**src/common/cuPkg.sv**
```systemverilog
/*
 * Control unit package: widths, SPARC v8 opcode field values,
 * trap types and the structs passed between the control blocks
 */
package cuPkg;
        localparam int AddrWidth  = 32;
        localparam int DataWidth  = 32;
        localparam int NumWindows = 8;
        localparam logic [AddrWidth-1:0] AddrLimit = 32'd508; // highest legal target

        typedef logic [$clog2(NumWindows)-1:0] cwpT;

        // same bit order as PSR[23:20]
        typedef struct packed {
                logic n;
                logic z;
                logic v;
                logic c;
        } iccT;

        typedef enum logic [3:0] {
                Branch, Call, Save, Restore, Ticc, WrPsr, WrWim, WrTbr, Illegal
        } instrClassT;

        typedef logic [7:0] trapT;
        localparam trapT TtNone     = 8'h00;
        localparam trapT TtIllegal  = 8'h02;
        localparam trapT TtWinOver  = 8'h05;
        localparam trapT TtWinUnder = 8'h06;
        localparam trapT TtAddr     = 8'h07;
        localparam trapT TtTicc     = 8'h80; // plus software trap number

        localparam logic [1:0] OpBranch   = 2'd0;
        localparam logic [1:0] OpCall     = 2'd1;
        localparam logic [1:0] OpArith    = 2'd2;
        localparam logic [2:0] Op2Bicc    = 3'd2;
        localparam logic [5:0] Op3Save    = 6'h3C;
        localparam logic [5:0] Op3Restore = 6'h3D;
        localparam logic [5:0] Op3Ticc    = 6'h3A;
        localparam logic [5:0] Op3WrPsr   = 6'h31;
        localparam logic [5:0] Op3WrWim   = 6'h32;
        localparam logic [5:0] Op3WrTbr   = 6'h33;

        typedef struct packed {
                instrClassT        instrClass;
                logic              condTrue;
                logic signed [29:0] disp;   // word displacement
                logic [12:0]       imm;
        } decodedT;

        typedef struct packed {
                logic [AddrWidth-1:0] pc;
                instrClassT           instrClass;
                logic                 taken;
                trapT                 tt;
                cwpT                  cwp;   // window after the instruction
        } retireT;

        typedef struct packed {
                logic        psr;
                logic        wim;
                logic        tbr;
                logic [12:0] imm;
        } csrWriteT;
endpackage

```
**src/rtl/csrFile.sv**
```systemverilog
/*
 * State registers: icc, CWP, WIM and trap base, written from the
 * instruction immediate, with the SAVE/RESTORE window fault check.
 */
`timescale 1ns/1ps

module csrFile (
        input  logic            Clk,
        input  logic            rst,
        input  cuPkg::csrWriteT csrWr,
        input  logic            cwpDec,
        input  logic            cwpInc,
        input  logic            trapEnter,
        output cuPkg::iccT      icc,
        output cuPkg::cwpT      cwp,
        output logic [12:0]     trapBase,
        output logic            winOver,
        output logic            winUnder
);
        import cuPkg::*;

        logic [NumWindows-1:0] wim;
        cwpT                   cwpDown;
        cwpT                   cwpUp;

        assign cwpDown  = cwp - 1'b1;   // wraps modulo NumWindows
        assign cwpUp    = cwp + 1'b1;
        assign winOver  = wim[cwpDown];
        assign winUnder = wim[cwpUp];

        always_ff @(posedge Clk)
        begin
                if (rst)
                begin
                        icc      <= '0;
                        cwp      <= '0;
                        wim      <= '0;
                        trapBase <= '0;
                end
                else
                begin
                        if (csrWr.psr)
                        begin
                                icc <= iccT'(csrWr.imm[7:4]);
                                cwp <= csrWr.imm[2:0];
                        end
                        else if (cwpDec || trapEnter)
                                cwp <= cwpDown;         // save or trap entry
                        else if (cwpInc)
                                cwp <= cwpUp;           // restore

                        if (csrWr.wim)
                                wim <= csrWr.imm[NumWindows-1:0];
                        if (csrWr.tbr)
                                trapBase <= csrWr.imm;
                end
        end

        // the sequencer issues at most one window move per instruction
        oneWindowMove: assert property (@(posedge Clk) disable iff (rst)
                $onehot0({cwpDec, cwpInc, trapEnter}));
endmodule

```
**src/rtl/decode/instrDecode.sv**
```systemverilog
/*
 * Instruction decoder. Sorts a word into its control class, picks
 * the displacement and tests the cond field against icc.
 */
`timescale 1ns/1ps

module instrDecode (
        input  logic [cuPkg::DataWidth-1:0] instr,
        input  cuPkg::iccT                  icc,
        output cuPkg::decodedT              dec
);
        import cuPkg::*;

        logic [1:0] op;
        logic [2:0] op2;
        logic [5:0] op3;
        logic [3:0] cond;
        logic       iBit;
        logic       condBase;
        logic       condMet;

        assign op   = instr[31:30];
        assign op2  = instr[24:22];
        assign op3  = instr[24:19];
        assign cond = instr[28:25];
        assign iBit = instr[13];

        // low three bits pick the test, bit 3 takes the complement
        always_comb
        begin
                case (cond[2:0])
                3'd0: condBase = 1'b0;                       // never
                3'd1: condBase = icc.z;                      // equal
                3'd2: condBase = icc.z | (icc.n ^ icc.v);    // le
                3'd3: condBase = icc.n ^ icc.v;              // lt
                3'd4: condBase = icc.c | icc.z;              // leu
                3'd5: condBase = icc.c;                      // cs
                3'd6: condBase = icc.n;                      // neg
                default: condBase = icc.v;                   // vs
                endcase
                condMet = condBase ^ cond[3];
        end

        always_comb
        begin
                dec.instrClass = Illegal;
                dec.condTrue   = 1'b0;
                dec.disp       = '0;
                dec.imm        = instr[12:0];
                case (op)
                OpBranch:
                        if (op2 == Op2Bicc)
                        begin
                                dec.instrClass = Branch;
                                dec.condTrue   = condMet;
                                dec.disp       = {{8{instr[21]}}, instr[21:0]}; // disp22
                        end
                OpCall:
                begin
                        dec.instrClass = Call;
                        dec.condTrue   = 1'b1;  // always transfers
                        dec.disp       = instr[29:0];
                end
                OpArith:
                        case (op3)
                        Op3Save:    dec.instrClass = Save;
                        Op3Restore: dec.instrClass = Restore;
                        Op3Ticc:
                        begin
                                dec.instrClass = Ticc;
                                dec.condTrue   = condMet;
                        end
                        Op3WrPsr:   dec.instrClass = iBit ? WrPsr : Illegal;
                        Op3WrWim:   dec.instrClass = iBit ? WrWim : Illegal;
                        Op3WrTbr:   dec.instrClass = iBit ? WrTbr : Illegal;
                        default:    dec.instrClass = Illegal;
                        endcase
                default:
                        dec.instrClass = Illegal; // loads and stores
                endcase
        end
endmodule

```
**src/rtl/handshakeMaster.sv**
```systemverilog
/*
 * Four-phase req/ack requester. Latches a payload on start and
 * holds it on data until the handshake returns to idle.
 */
`timescale 1ns/1ps

module handshakeMaster #(
        parameter type payloadT = logic [31:0]
) (
        input  logic    Clk,
        input  logic    rst,
        input  logic    start,
        input  payloadT payload,
        output logic    req,
        output payloadT data,
        input  logic    ack,
        output logic    done
);
        typedef enum logic [1:0] {Idle, ReqHigh, AckLow} hsStateT;

        hsStateT state;

        assign req  = (state == ReqHigh);
        assign done = (state == AckLow) && !ack; // one cycle, ack seen low

        always_ff @(posedge Clk)
        begin
                if (rst)
                        state <= Idle;
                else
                begin
                        case (state)
                        Idle:
                                if (start)
                                        state <= ReqHigh;
                        ReqHigh:
                                if (ack)
                                        state <= AckLow;
                        AckLow:
                                if (!ack)
                                        state <= Idle;
                        default:
                                state <= Idle;
                        endcase
                end
        end

        always_ff @(posedge Clk)
        begin
                if (start && state == Idle)
                        data <= payload;
        end

        reqHeldUntilAck: assert property (@(posedge Clk) disable iff (rst)
                req && !ack |=> req);

        // the sequencer must wait for done before the next start
        noStartWhileBusy: assert property (@(posedge Clk) disable iff (rst)
                start |-> state == Idle);
endmodule

```
**src/rtl/sequencer/sequencer.sv**
```systemverilog
/*
 * Instruction-cycle FSM. Holds PC and IR, executes control transfers,
 * window moves and state writes, and builds the retire record.
 */
`timescale 1ns/1ps

module sequencer (
        input  logic                        Clk,
        input  logic                        rst,
        output logic                        fetchStart,
        output logic [cuPkg::AddrWidth-1:0] fetchAddr,
        input  logic                        fetchDone,
        input  logic [cuPkg::DataWidth-1:0] memData,
        output logic [cuPkg::DataWidth-1:0] instr,
        input  cuPkg::decodedT              dec,
        output cuPkg::csrWriteT             csrWr,
        output logic                        cwpDec,
        output logic                        cwpInc,
        output logic                        trapEnter,
        input  cuPkg::cwpT                  cwp,
        input  logic [12:0]                 trapBase,
        input  logic                        winOver,
        input  logic                        winUnder,
        output logic                        retireStart,
        output cuPkg::retireT               retRecord,
        input  logic                        retireDone
);
        import cuPkg::*;

        typedef enum logic [1:0] {Fetch, Decode, Execute, Retire} seqStateT;

        seqStateT             state;
        logic                 sent;     // request already issued this phase
        logic                 exec;
        logic                 transfer;
        logic [AddrWidth-1:0] pc;
        logic [AddrWidth-1:0] target;
        logic [AddrWidth-1:0] nextPc;
        trapT                 tt;
        cwpT                  cwpAfter;

        assign exec        = (state == Execute);
        assign fetchStart  = (state == Fetch) && !sent;
        assign retireStart = (state == Retire) && !sent;
        assign fetchAddr   = pc;
        assign target      = pc + {dec.disp, 2'b00};
        assign transfer    = dec.condTrue && (dec.instrClass inside {Branch, Call});

        always_comb
        begin
                tt        = TtNone;
                cwpDec    = 1'b0;
                cwpInc    = 1'b0;
                csrWr     = '0;
                csrWr.imm = dec.imm;
                case (dec.instrClass)
                Branch, Call:
                        if (transfer && target > AddrLimit)
                                tt = TtAddr;
                Ticc:
                        if (dec.condTrue)
                                tt = TtTicc + trapT'(dec.imm[6:0]);
                Save:
                        if (winOver)
                                tt = TtWinOver;
                        else
                                cwpDec = exec;
                Restore:
                        if (winUnder)
                                tt = TtWinUnder;
                        else
                                cwpInc = exec;
                WrPsr:   csrWr.psr = exec;
                WrWim:   csrWr.wim = exec;
                WrTbr:   csrWr.tbr = exec;
                default: tt = TtIllegal;
                endcase
                trapEnter = exec && (tt != TtNone);
        end

        always_comb
        begin
                if (tt != TtNone)
                        nextPc = AddrWidth'({trapBase, tt, 4'h0}); // tbr*4096 + tt*16
                else if (transfer)
                        nextPc = target;
                else
                        nextPc = pc + 32'd4;

                if (tt != TtNone || dec.instrClass == Save)
                        cwpAfter = cwp - 1'b1;
                else if (dec.instrClass == Restore)
                        cwpAfter = cwp + 1'b1;
                else if (dec.instrClass == WrPsr)
                        cwpAfter = dec.imm[2:0];
                else
                        cwpAfter = cwp;
        end

        always_ff @(posedge Clk)
        begin
                if (rst)
                begin
                        state <= Fetch;
                        sent  <= 1'b0;
                        pc    <= '0;
                end
                else
                begin
                        case (state)
                        Fetch:
                        begin
                                sent <= !fetchDone;
                                if (fetchDone)
                                        state <= Decode;
                        end
                        Decode:
                                state <= Execute;   // decoder settles on new IR
                        Execute:
                        begin
                                pc    <= nextPc;
                                state <= Retire;
                        end
                        default:
                        begin
                                sent <= !retireDone;
                                if (retireDone)
                                        state <= Fetch;
                        end
                        endcase
                end
        end

        always_ff @(posedge Clk)
        begin
                if (state == Fetch && fetchDone)
                        instr <= memData;
                if (exec)
                        retRecord <= '{pc: pc, instrClass: dec.instrClass,
                                       taken: dec.condTrue, tt: tt, cwp: cwpAfter};
        end
endmodule

```
**src/rtl/sparcControl.sv**
```systemverilog
/*
 * SPARC-style control unit top. Sequencer, decoder and state
 * registers behind a fetch port and a retire port.
 */
`timescale 1ns/1ps

module sparcControl (
        input  logic                        Clk,
        input  logic                        rst,
        output logic                        memReq,
        output logic [cuPkg::AddrWidth-1:0] memAddr,
        input  logic                        memAck,
        input  logic [cuPkg::DataWidth-1:0] memData,
        output logic                        retReq,
        output cuPkg::retireT               retData,
        input  logic                        retAck
);
        import cuPkg::*;

        logic                 fetchStart;
        logic                 fetchDone;
        logic [AddrWidth-1:0] fetchAddr;
        logic                 retireStart;
        logic                 retireDone;
        retireT               retRecord;
        logic [DataWidth-1:0] instr;
        decodedT              dec;
        csrWriteT             csrWr;
        logic                 cwpDec;
        logic                 cwpInc;
        logic                 trapEnter;
        iccT                  icc;
        cwpT                  cwp;
        logic [12:0]          trapBase;
        logic                 winOver;
        logic                 winUnder;

        sequencer u_sequencer (
                .Clk(Clk), .rst(rst),
                .fetchStart(fetchStart), .fetchAddr(fetchAddr), .fetchDone(fetchDone),
                .memData(memData), .instr(instr), .dec(dec),
                .csrWr(csrWr), .cwpDec(cwpDec), .cwpInc(cwpInc), .trapEnter(trapEnter),
                .cwp(cwp), .trapBase(trapBase), .winOver(winOver), .winUnder(winUnder),
                .retireStart(retireStart), .retRecord(retRecord), .retireDone(retireDone)
        );

        instrDecode u_instrDecode (.instr(instr), .icc(icc), .dec(dec));

        csrFile u_csrFile (
                .Clk(Clk), .rst(rst), .csrWr(csrWr),
                .cwpDec(cwpDec), .cwpInc(cwpInc), .trapEnter(trapEnter),
                .icc(icc), .cwp(cwp), .trapBase(trapBase),
                .winOver(winOver), .winUnder(winUnder)
        );

        handshakeMaster #(.payloadT(logic [AddrWidth-1:0])) u_fetchPort (
                .Clk(Clk), .rst(rst), .start(fetchStart), .payload(fetchAddr),
                .req(memReq), .data(memAddr), .ack(memAck), .done(fetchDone)
        );

        handshakeMaster #(.payloadT(retireT)) u_retirePort (
                .Clk(Clk), .rst(rst), .start(retireStart), .payload(retRecord),
                .req(retReq), .data(retData), .ack(retAck), .done(retireDone)
        );
endmodule

```
**config.mk**
```make
export PLATFORM = sky130hd
export DESIGN_NAME = sparcControl
export DESIGN_NICKNAME = d
export VERILOG_FILES = /design/src/common/cuPkg.sv /design/src/rtl/csrFile.sv /design/src/rtl/decode/instrDecode.sv /design/src/rtl/handshakeMaster.sv /design/src/rtl/sequencer/sequencer.sv /design/src/rtl/sparcControl.sv
export SDC_FILE = /design/constraint.sdc
export NUM_CORES = 1
export LEC_CHECK = 0
export ABC_CLOCK_PERIOD_IN_PS = 5800
export BUFFER_PORTS_ARGS = -buffer_cell sky130_fd_sc_hd__buf_2
export CAP_MARGIN = 20
export CORE_MARGIN = 3
export CORE_UTILIZATION = 53
export CTS_CLUSTER_DIAMETER = 30
export DETAILED_ROUTE_END_ITERATION = 6
export PLACE_DENSITY = 0.76
export SYNTH_ARGS = -nofsm -noshare
export SYNTH_HDL_FRONTEND = slang
export SYNTH_SLANG_ARGS = --single-unit
```
**constraint.sdc**
```tcl
create_clock -name Clk -period 5.8 [get_ports Clk]
set_clock_uncertainty 0.15 [all_clocks]
set_input_delay 0.29 -clock Clk [delete_from_list [all_inputs] [get_ports Clk]]
set_output_delay 0.29 -clock Clk [all_outputs]
set_load 0.005 [all_outputs]
```
; ---- After elaboration in Yosys (flattened, before gate mapping)
; Index checks and enable logic that the tools add are counted.
[op_classes]
addsub = 5
mul = 0
n_div = 0
order_cmp = 3
eq_ne = 36
shift = 0
muxes = 46
n_bitwise = 4
n_reduce_logical = 33
[op_table]
columns = cell, count
row1 = $mux W32, 2
row2 = $pmux W30 S2, 1
row3 = $pmux W8 S5, 1
row4 = $eq A6 B6 Y1 const B, 6
row5 = $mux W35, 1
row6 = $add A32 B3 Y32 const B, 1
row7 = $add A32 B32 Y32, 1
row8 = $gt A32 B9 Y1 const B, 1
row9 = $mux W3, 9
row10 = $pmux W4 S6, 1
row11 = $pmux W2 S3, 3
row12 = $eq A4 B3 Y1 const B, 4
row13 = $mux W2, 8
row14 = $mux W4, 3
row15 = $pmux W4 S3, 1
row16 = $eq A2 B2 Y1 const B, 5
row17 = $logic_and A1 B1 Y1, 10
row18 = $mux W1, 10
row19 = $ne A2 B1 Y1 const B, 5
row20 = $eq A3 B2 Y1 const B, 3
row21 = $eq A3 B3 Y1 const B, 3
row22 = $add A8 B7 Y8 const A, 1
row23 = $eq A2 B1 Y1 const B, 4
row24 = $eq A4 B2 Y1 const B, 2
row25 = other kinds (26), 41
[totals]
register_bits = 227
latch_bits = 0
ram_bits = 0
rom_bits = 0
out_inout_bits = 82
word_cells = 151
n_memories = 0

; ---- Depth between registers and ports, before layout
[logic_depth]
word_depth = 17
mapped_depth = 21
depth_no_buf = 17

; ---- Hierarchy
; From an unflattened synthesis, not the netlist that was laid out.
[unflattened]
cells_unflattened = 1037
area_unflattened_um2 = 11334.6
[modules_own_cells]
columns = mod, n_inst, cells_each, area_per_inst_um2, seq_area_each_um2
row1 = sequencer, 1, 739, 6942.9, 3002.9
row2 = handshakeMaster at u_retirePort, 1, 58, 1545.2, 1481.4
row3 = csrFile, 1, 114, 1192.4, 560.5
row4 = handshakeMaster at u_fetchPort, 1, 42, 1064.8, 1001.0
row5 = instrDecode, 1, 84, 589.3, 0.0

; ---- Worst setup path after synthesis
; Ideal clock, no wire load.
[synth_path]
kind = register -> register
startpoint = register u_sequencer.state[0]
endpoint = register u_retirePort.data[0] in the netlist's numbering (enable)
arrival_ns = 5.352
required_ns = 5.066
path_slack_ns = -0.286
stages_incl_launch_ff = 3
period_less_slack_ns = 6.086
cell_sequence = dfxtp_1 ha_1 nor4b_1
[synth_via]
elab_chain_cells = 3
[synth_lines]
columns = item, line_no
row1 = start: declaration, sequencer.sv:32  ; seqStateT state;
row2 = start signal: assignment, sequencer.sv:104  ; state <= Fetch;
row3 = start signal: assignment, sequencer.sv:115  ; state <= Decode;
row4 = start signal: assignment, sequencer.sv:118  ; state <= Execute;
row5 = $eq A2 B2 Y1, sequencer.sv:44  ; assign retireStart = (state == Retire) && !sent;
row6 = $logic_and A1 B1 Y1, sequencer.sv:44
row7 = $logic_and A1 B1 Y1, handshakeMaster.sv:50  ; if (start && state == Idle)
row8 = end signal: assignment, handshakeMaster.sv:51  ; data <= payload;
row9 = end: declaration, handshakeMaster.sv:15  ; output payloadT data,
; No other way between the ends.
; A chain may end at the register's enable or synchronous reset.

; ---- Worst setup path after layout
[layout_path]
startpoint = register u_sequencer.instr[23] in the netlist's numbering
endpoint = register u_csrFile.cwp[1]
[layout_via]
elab_chain_cells = 14
elab_cells_between_ends = 40
[layout_lines]
columns = item, line_no
row1 = start: declaration, sequencer.sv:14  ; output logic [cuPkg::DataWidth-1:0] instr,
row2 = start signal: assignment, sequencer.sv:137  ; instr <= memData;
row3 = branches (longest 14 deep; another with $add A32 B32 Y32), n/a
row4 = end signal: assignment, csrFile.sv:45  ; cwp <= csrWr.imm[2:0];
row5 = end signal: assignment, csrFile.sv:48  ; cwp <= cwpDown;
row6 = end signal: assignment, csrFile.sv:50  ; cwp <= cwpUp;
row7 = end: declaration, csrFile.sv:15  ; output cuPkg::cwpT cwp,
; Several ways; the timed one is not identified.

==> flow_summary.toml <==
[synth]
synth_top_family_by_area = "simple AND/OR/NAND/NOR gates"
synth_top_area_share = 0.427
synth_top_flop_cell = "edfxtp_1"
async_flop_share = 0
synth_compound_area_frac = 0.135
synth_mux_area_frac = 0.0422
netlist_area_sq_um = 10800
synthXorXnorAreaFrac = 0.0412
syn_inst = 979
yosys_warnings = 0
synth-adder-area-share = 0.0435
ys_seq_area_frac = 0.548
yosysTopAreaCell = "edfxtp_1"
synth_area_leaders = "edfxtp_1 43%, dfxtp_1 12%, ha_1 4.2%, mux2i_1 3.7%, nor2_1 3.4%"
synthSimpleGateAreaFrac = 0.158
synth_cell_types = 83
synth_edf_count = 154
ys_seq_elements = 219
postSynthAreaPerCell_sq_um = 11.1

[global_route]
antenna_found_initial = 0
first_global_vias = 7902
grt_overflow_total = 0
grt_max_degree = 67
grt_pass1_wl_mm = 42.2
groute.usage.overall = 0.242

[route]
route.detailed.drc = 0
vias_per_cell = 5.70
routed_wl_mm = 27.1
ant_nets = 0
vias = 8177
drt_iter0_drc = 696
wl_per_cell_microns = 18.9
dr.pass1.iters = 5

[worst_setup_path]
crit_chain = "nor3b_1 -> nor2_1 -> nor2_1 -> buf_4 -> and2_1 -> ha_1 -> fa_1 -> a211oi_1 -> o211ai_1 -> a21oi_1 -> buf_4 -> o21ai_1 -> xor2_1 -> a2111oi_0 -> buf_4 -> nand3_1 -> o41a_1 -> or2_1 -> nor2b_1 -> o31a_1"
worstReg2RegStart = "u_sequencer.instr[23]"
r2r_cells = 20
required_ns = 6.05
worstSetupPathType = "flop to flop"
cp_common_cell = "buf_4"
start_kind = "flop"
crit_fanout = 19
cp_slowest_stage_delay_ns = 0.55
startpoint = "u_sequencer.instr[23]"
crit_arrival_ns = 5.70
endpoint_kind = "flop"
cp_slowest_cell = "o41a_1"

[clock_network]
cts_max_level = 2
cts.clk_slew.worst_paths_ns = 0.05
clk_path_buf_depth = 3
cts_tree = "yes"
clock-sinks = 219
cts_buffers = 37
clk_latency_ns = 0.51
cts_setup_buffers = 0
cts_root_buf = "clkbuf_16"

[timing]
fin_crit_sh = 0.941
worstMarginPinSlew_ns = 0.899
fin_crit_ns = 5.46
final-hold-violation-count = 0
fmax_mhz = 183
slew_headroom = 0.398
setup_viol = 0
finalMaxSlewViolations = 0
fin_hold_ws_ns = 0.264
rsz0062_at_grt = "no"
tns_ns = 0

[final_layout]
antenna_cells = 0
fillers = 1515
layout-drive-gt1-share = 0.186
fin_area_sq_um = 13200
multi_input_area_sq_um = 4610
nets = 1213
area_growth_pct = 22.1
seq_area_sq_um = 5930

[placement]
io_buffer_count = 113
place_area_sq_um = 11700
dp_hpwl_mm = 18.8
globalplace.congestion = 0.986

[die]
die_x_microns = 149
num_rows = 51
fp.coreArea_sq_um = 19800
pin_count = 118
start_util = 0.547
dieArea_sq_um = 22200
chipHeight_microns = 149

[min_path]
hp-class = "input pin to flop"
hold_path_startpoint = "rst"
holdPathStages = 3

[power]
p_leak_nw = 5.14
ir_drop_mv = 0.278
p_total_mw = 3.89
power_density_nw_per_um2 = 294

[job]
max-cap-violations = 0

[outcome]
status = "completed"
-- flip-flops by register name (all words and copies together), names as in the netlist --
name                   count
u_sequencer.instr         32
u_csrFile.icc              4
u_csrFile.trapBase        13
u_sequencer.fetchAddr     30
u_fetchPort.state          2
u_sequencer.state          2
u_csrFile.wim              8
u_sequencer.sent           1
u_csrFile.cwp              3
u_retirePort.data         46
u_fetchPort.data          30
u_retirePort.state         2
u_sequencer.retRecord     46
-- report_power, final --
part	leakage (nW)	switching, mW	internal, mW
logic	2.58	0.0678	0.0560
clock network	0.582	0.738	1.32
registers	1.97	0.0122	1.69
-- routing by layer --
layer / vias up / share of wire / GRT usage
met3: 52 / 0.063 / 0.0480
met1: 3877 / 0.44 / 0.327
met5: - / 0 / 0
met2: 284 / 0.48 / 0.397
met4: 0 / 0.024 / 0.0755
li1: 3964 / - / -
-- cells in the mapped netlist (7+ instances only) --
master,count
edfxtp_1,154
nor2_1,97
nand2_1,75
a21oi_1,67
dfxtp_1,65
o21ai_0,41
mux2i_1,40
ha_1,36
nand3_1,36
xnor2_1,30
and2_1,28
clkbuf_1,23
inv_1,19
nor3_1,19
xor2_1,19
a21o_1,18
a211oi_1,17
and3_1,17
o211ai_1,12
nor2b_1,11
nand4_1,10
buf_2,9
buf_4,9
a311oi_1,8
or3_1,8
nand2b_1,7
-- cell families after synthesis --
logic type	count (synthesis)
XOR/XNOR	50
AO/OA/AOI/OAI	220
other	1
multiplexers	43
AND/OR/NAND/NOR	341
buffers and inverters	68
adder cells (fa/ha/maj)	37
flip-flops	219
-- critical path, delay by kind of cell, from the launching register on --
kind	cells	cell delay [ns]
compound gates	7	2.19
xor+xnor	1	0.22
fa+ha+maj	2	0.63
buf+inv	3	0.58
flops	1	0.43
simple gates	7	1.12
-- path summary, 6_finish.rpt --
check | slack [ns] | to
worst max-delay path | 0.34 | u_csrFile.cwp[1]
worst min-delay path | 0.26 | u_csrFile.trapBase[10]
worst max register to register | 0.34 | u_csrFile.cwp[1]
worst min register to register | 0.26 | u_retirePort.data[23]
-- through the flow --
step / setup WS [ns] / std cells / util
3_3_place_gp: 0.403 / 1332 / 0.590
6_report: 0.345 / 1434 / 0.668
4_1_cts: 0.340 / 1434 / 0.668
5_1_grt: 0.0340 / 1434 / 0.668
2_1_floorplan: 0.599 / 982 / -
3_5_place_dp: 0.371 / 1332 / 0.590
-- cell type report --
type	instances	share of cell area
Clock inverter	20	0.0153
Timing Repair Buffer	168	0.0815
Clock buffer	48	0.0755
Inverter	19	0.00540
Sequential cell	219	0.449
Tap cell	265	0.0251
Multi-Input combinational cell	695	0.349
-- timing repair --
action | in CTS | in global routing
hold buffers | 34 | 0
setup endpoints to repair | 0 | 25
endpoints found under the hold margin | 36 | 0
gates resized for setup | 0 | 1
-- layout by cell type (no fill, tap or decap), drive strengths merged, types with 28 or more instances in the layout --
master and instances:
and2 28, nand2 75, nand3 36, dfxtp 65
xnor2 30, ha 36, a21oi 67, clkbuf 48
dlygate4sd3 34, o21ai 43, nor2 98, edfxtp 154
mux2i 40, buf 134
No activity file was read; power rests on OpenSTA's default activity.
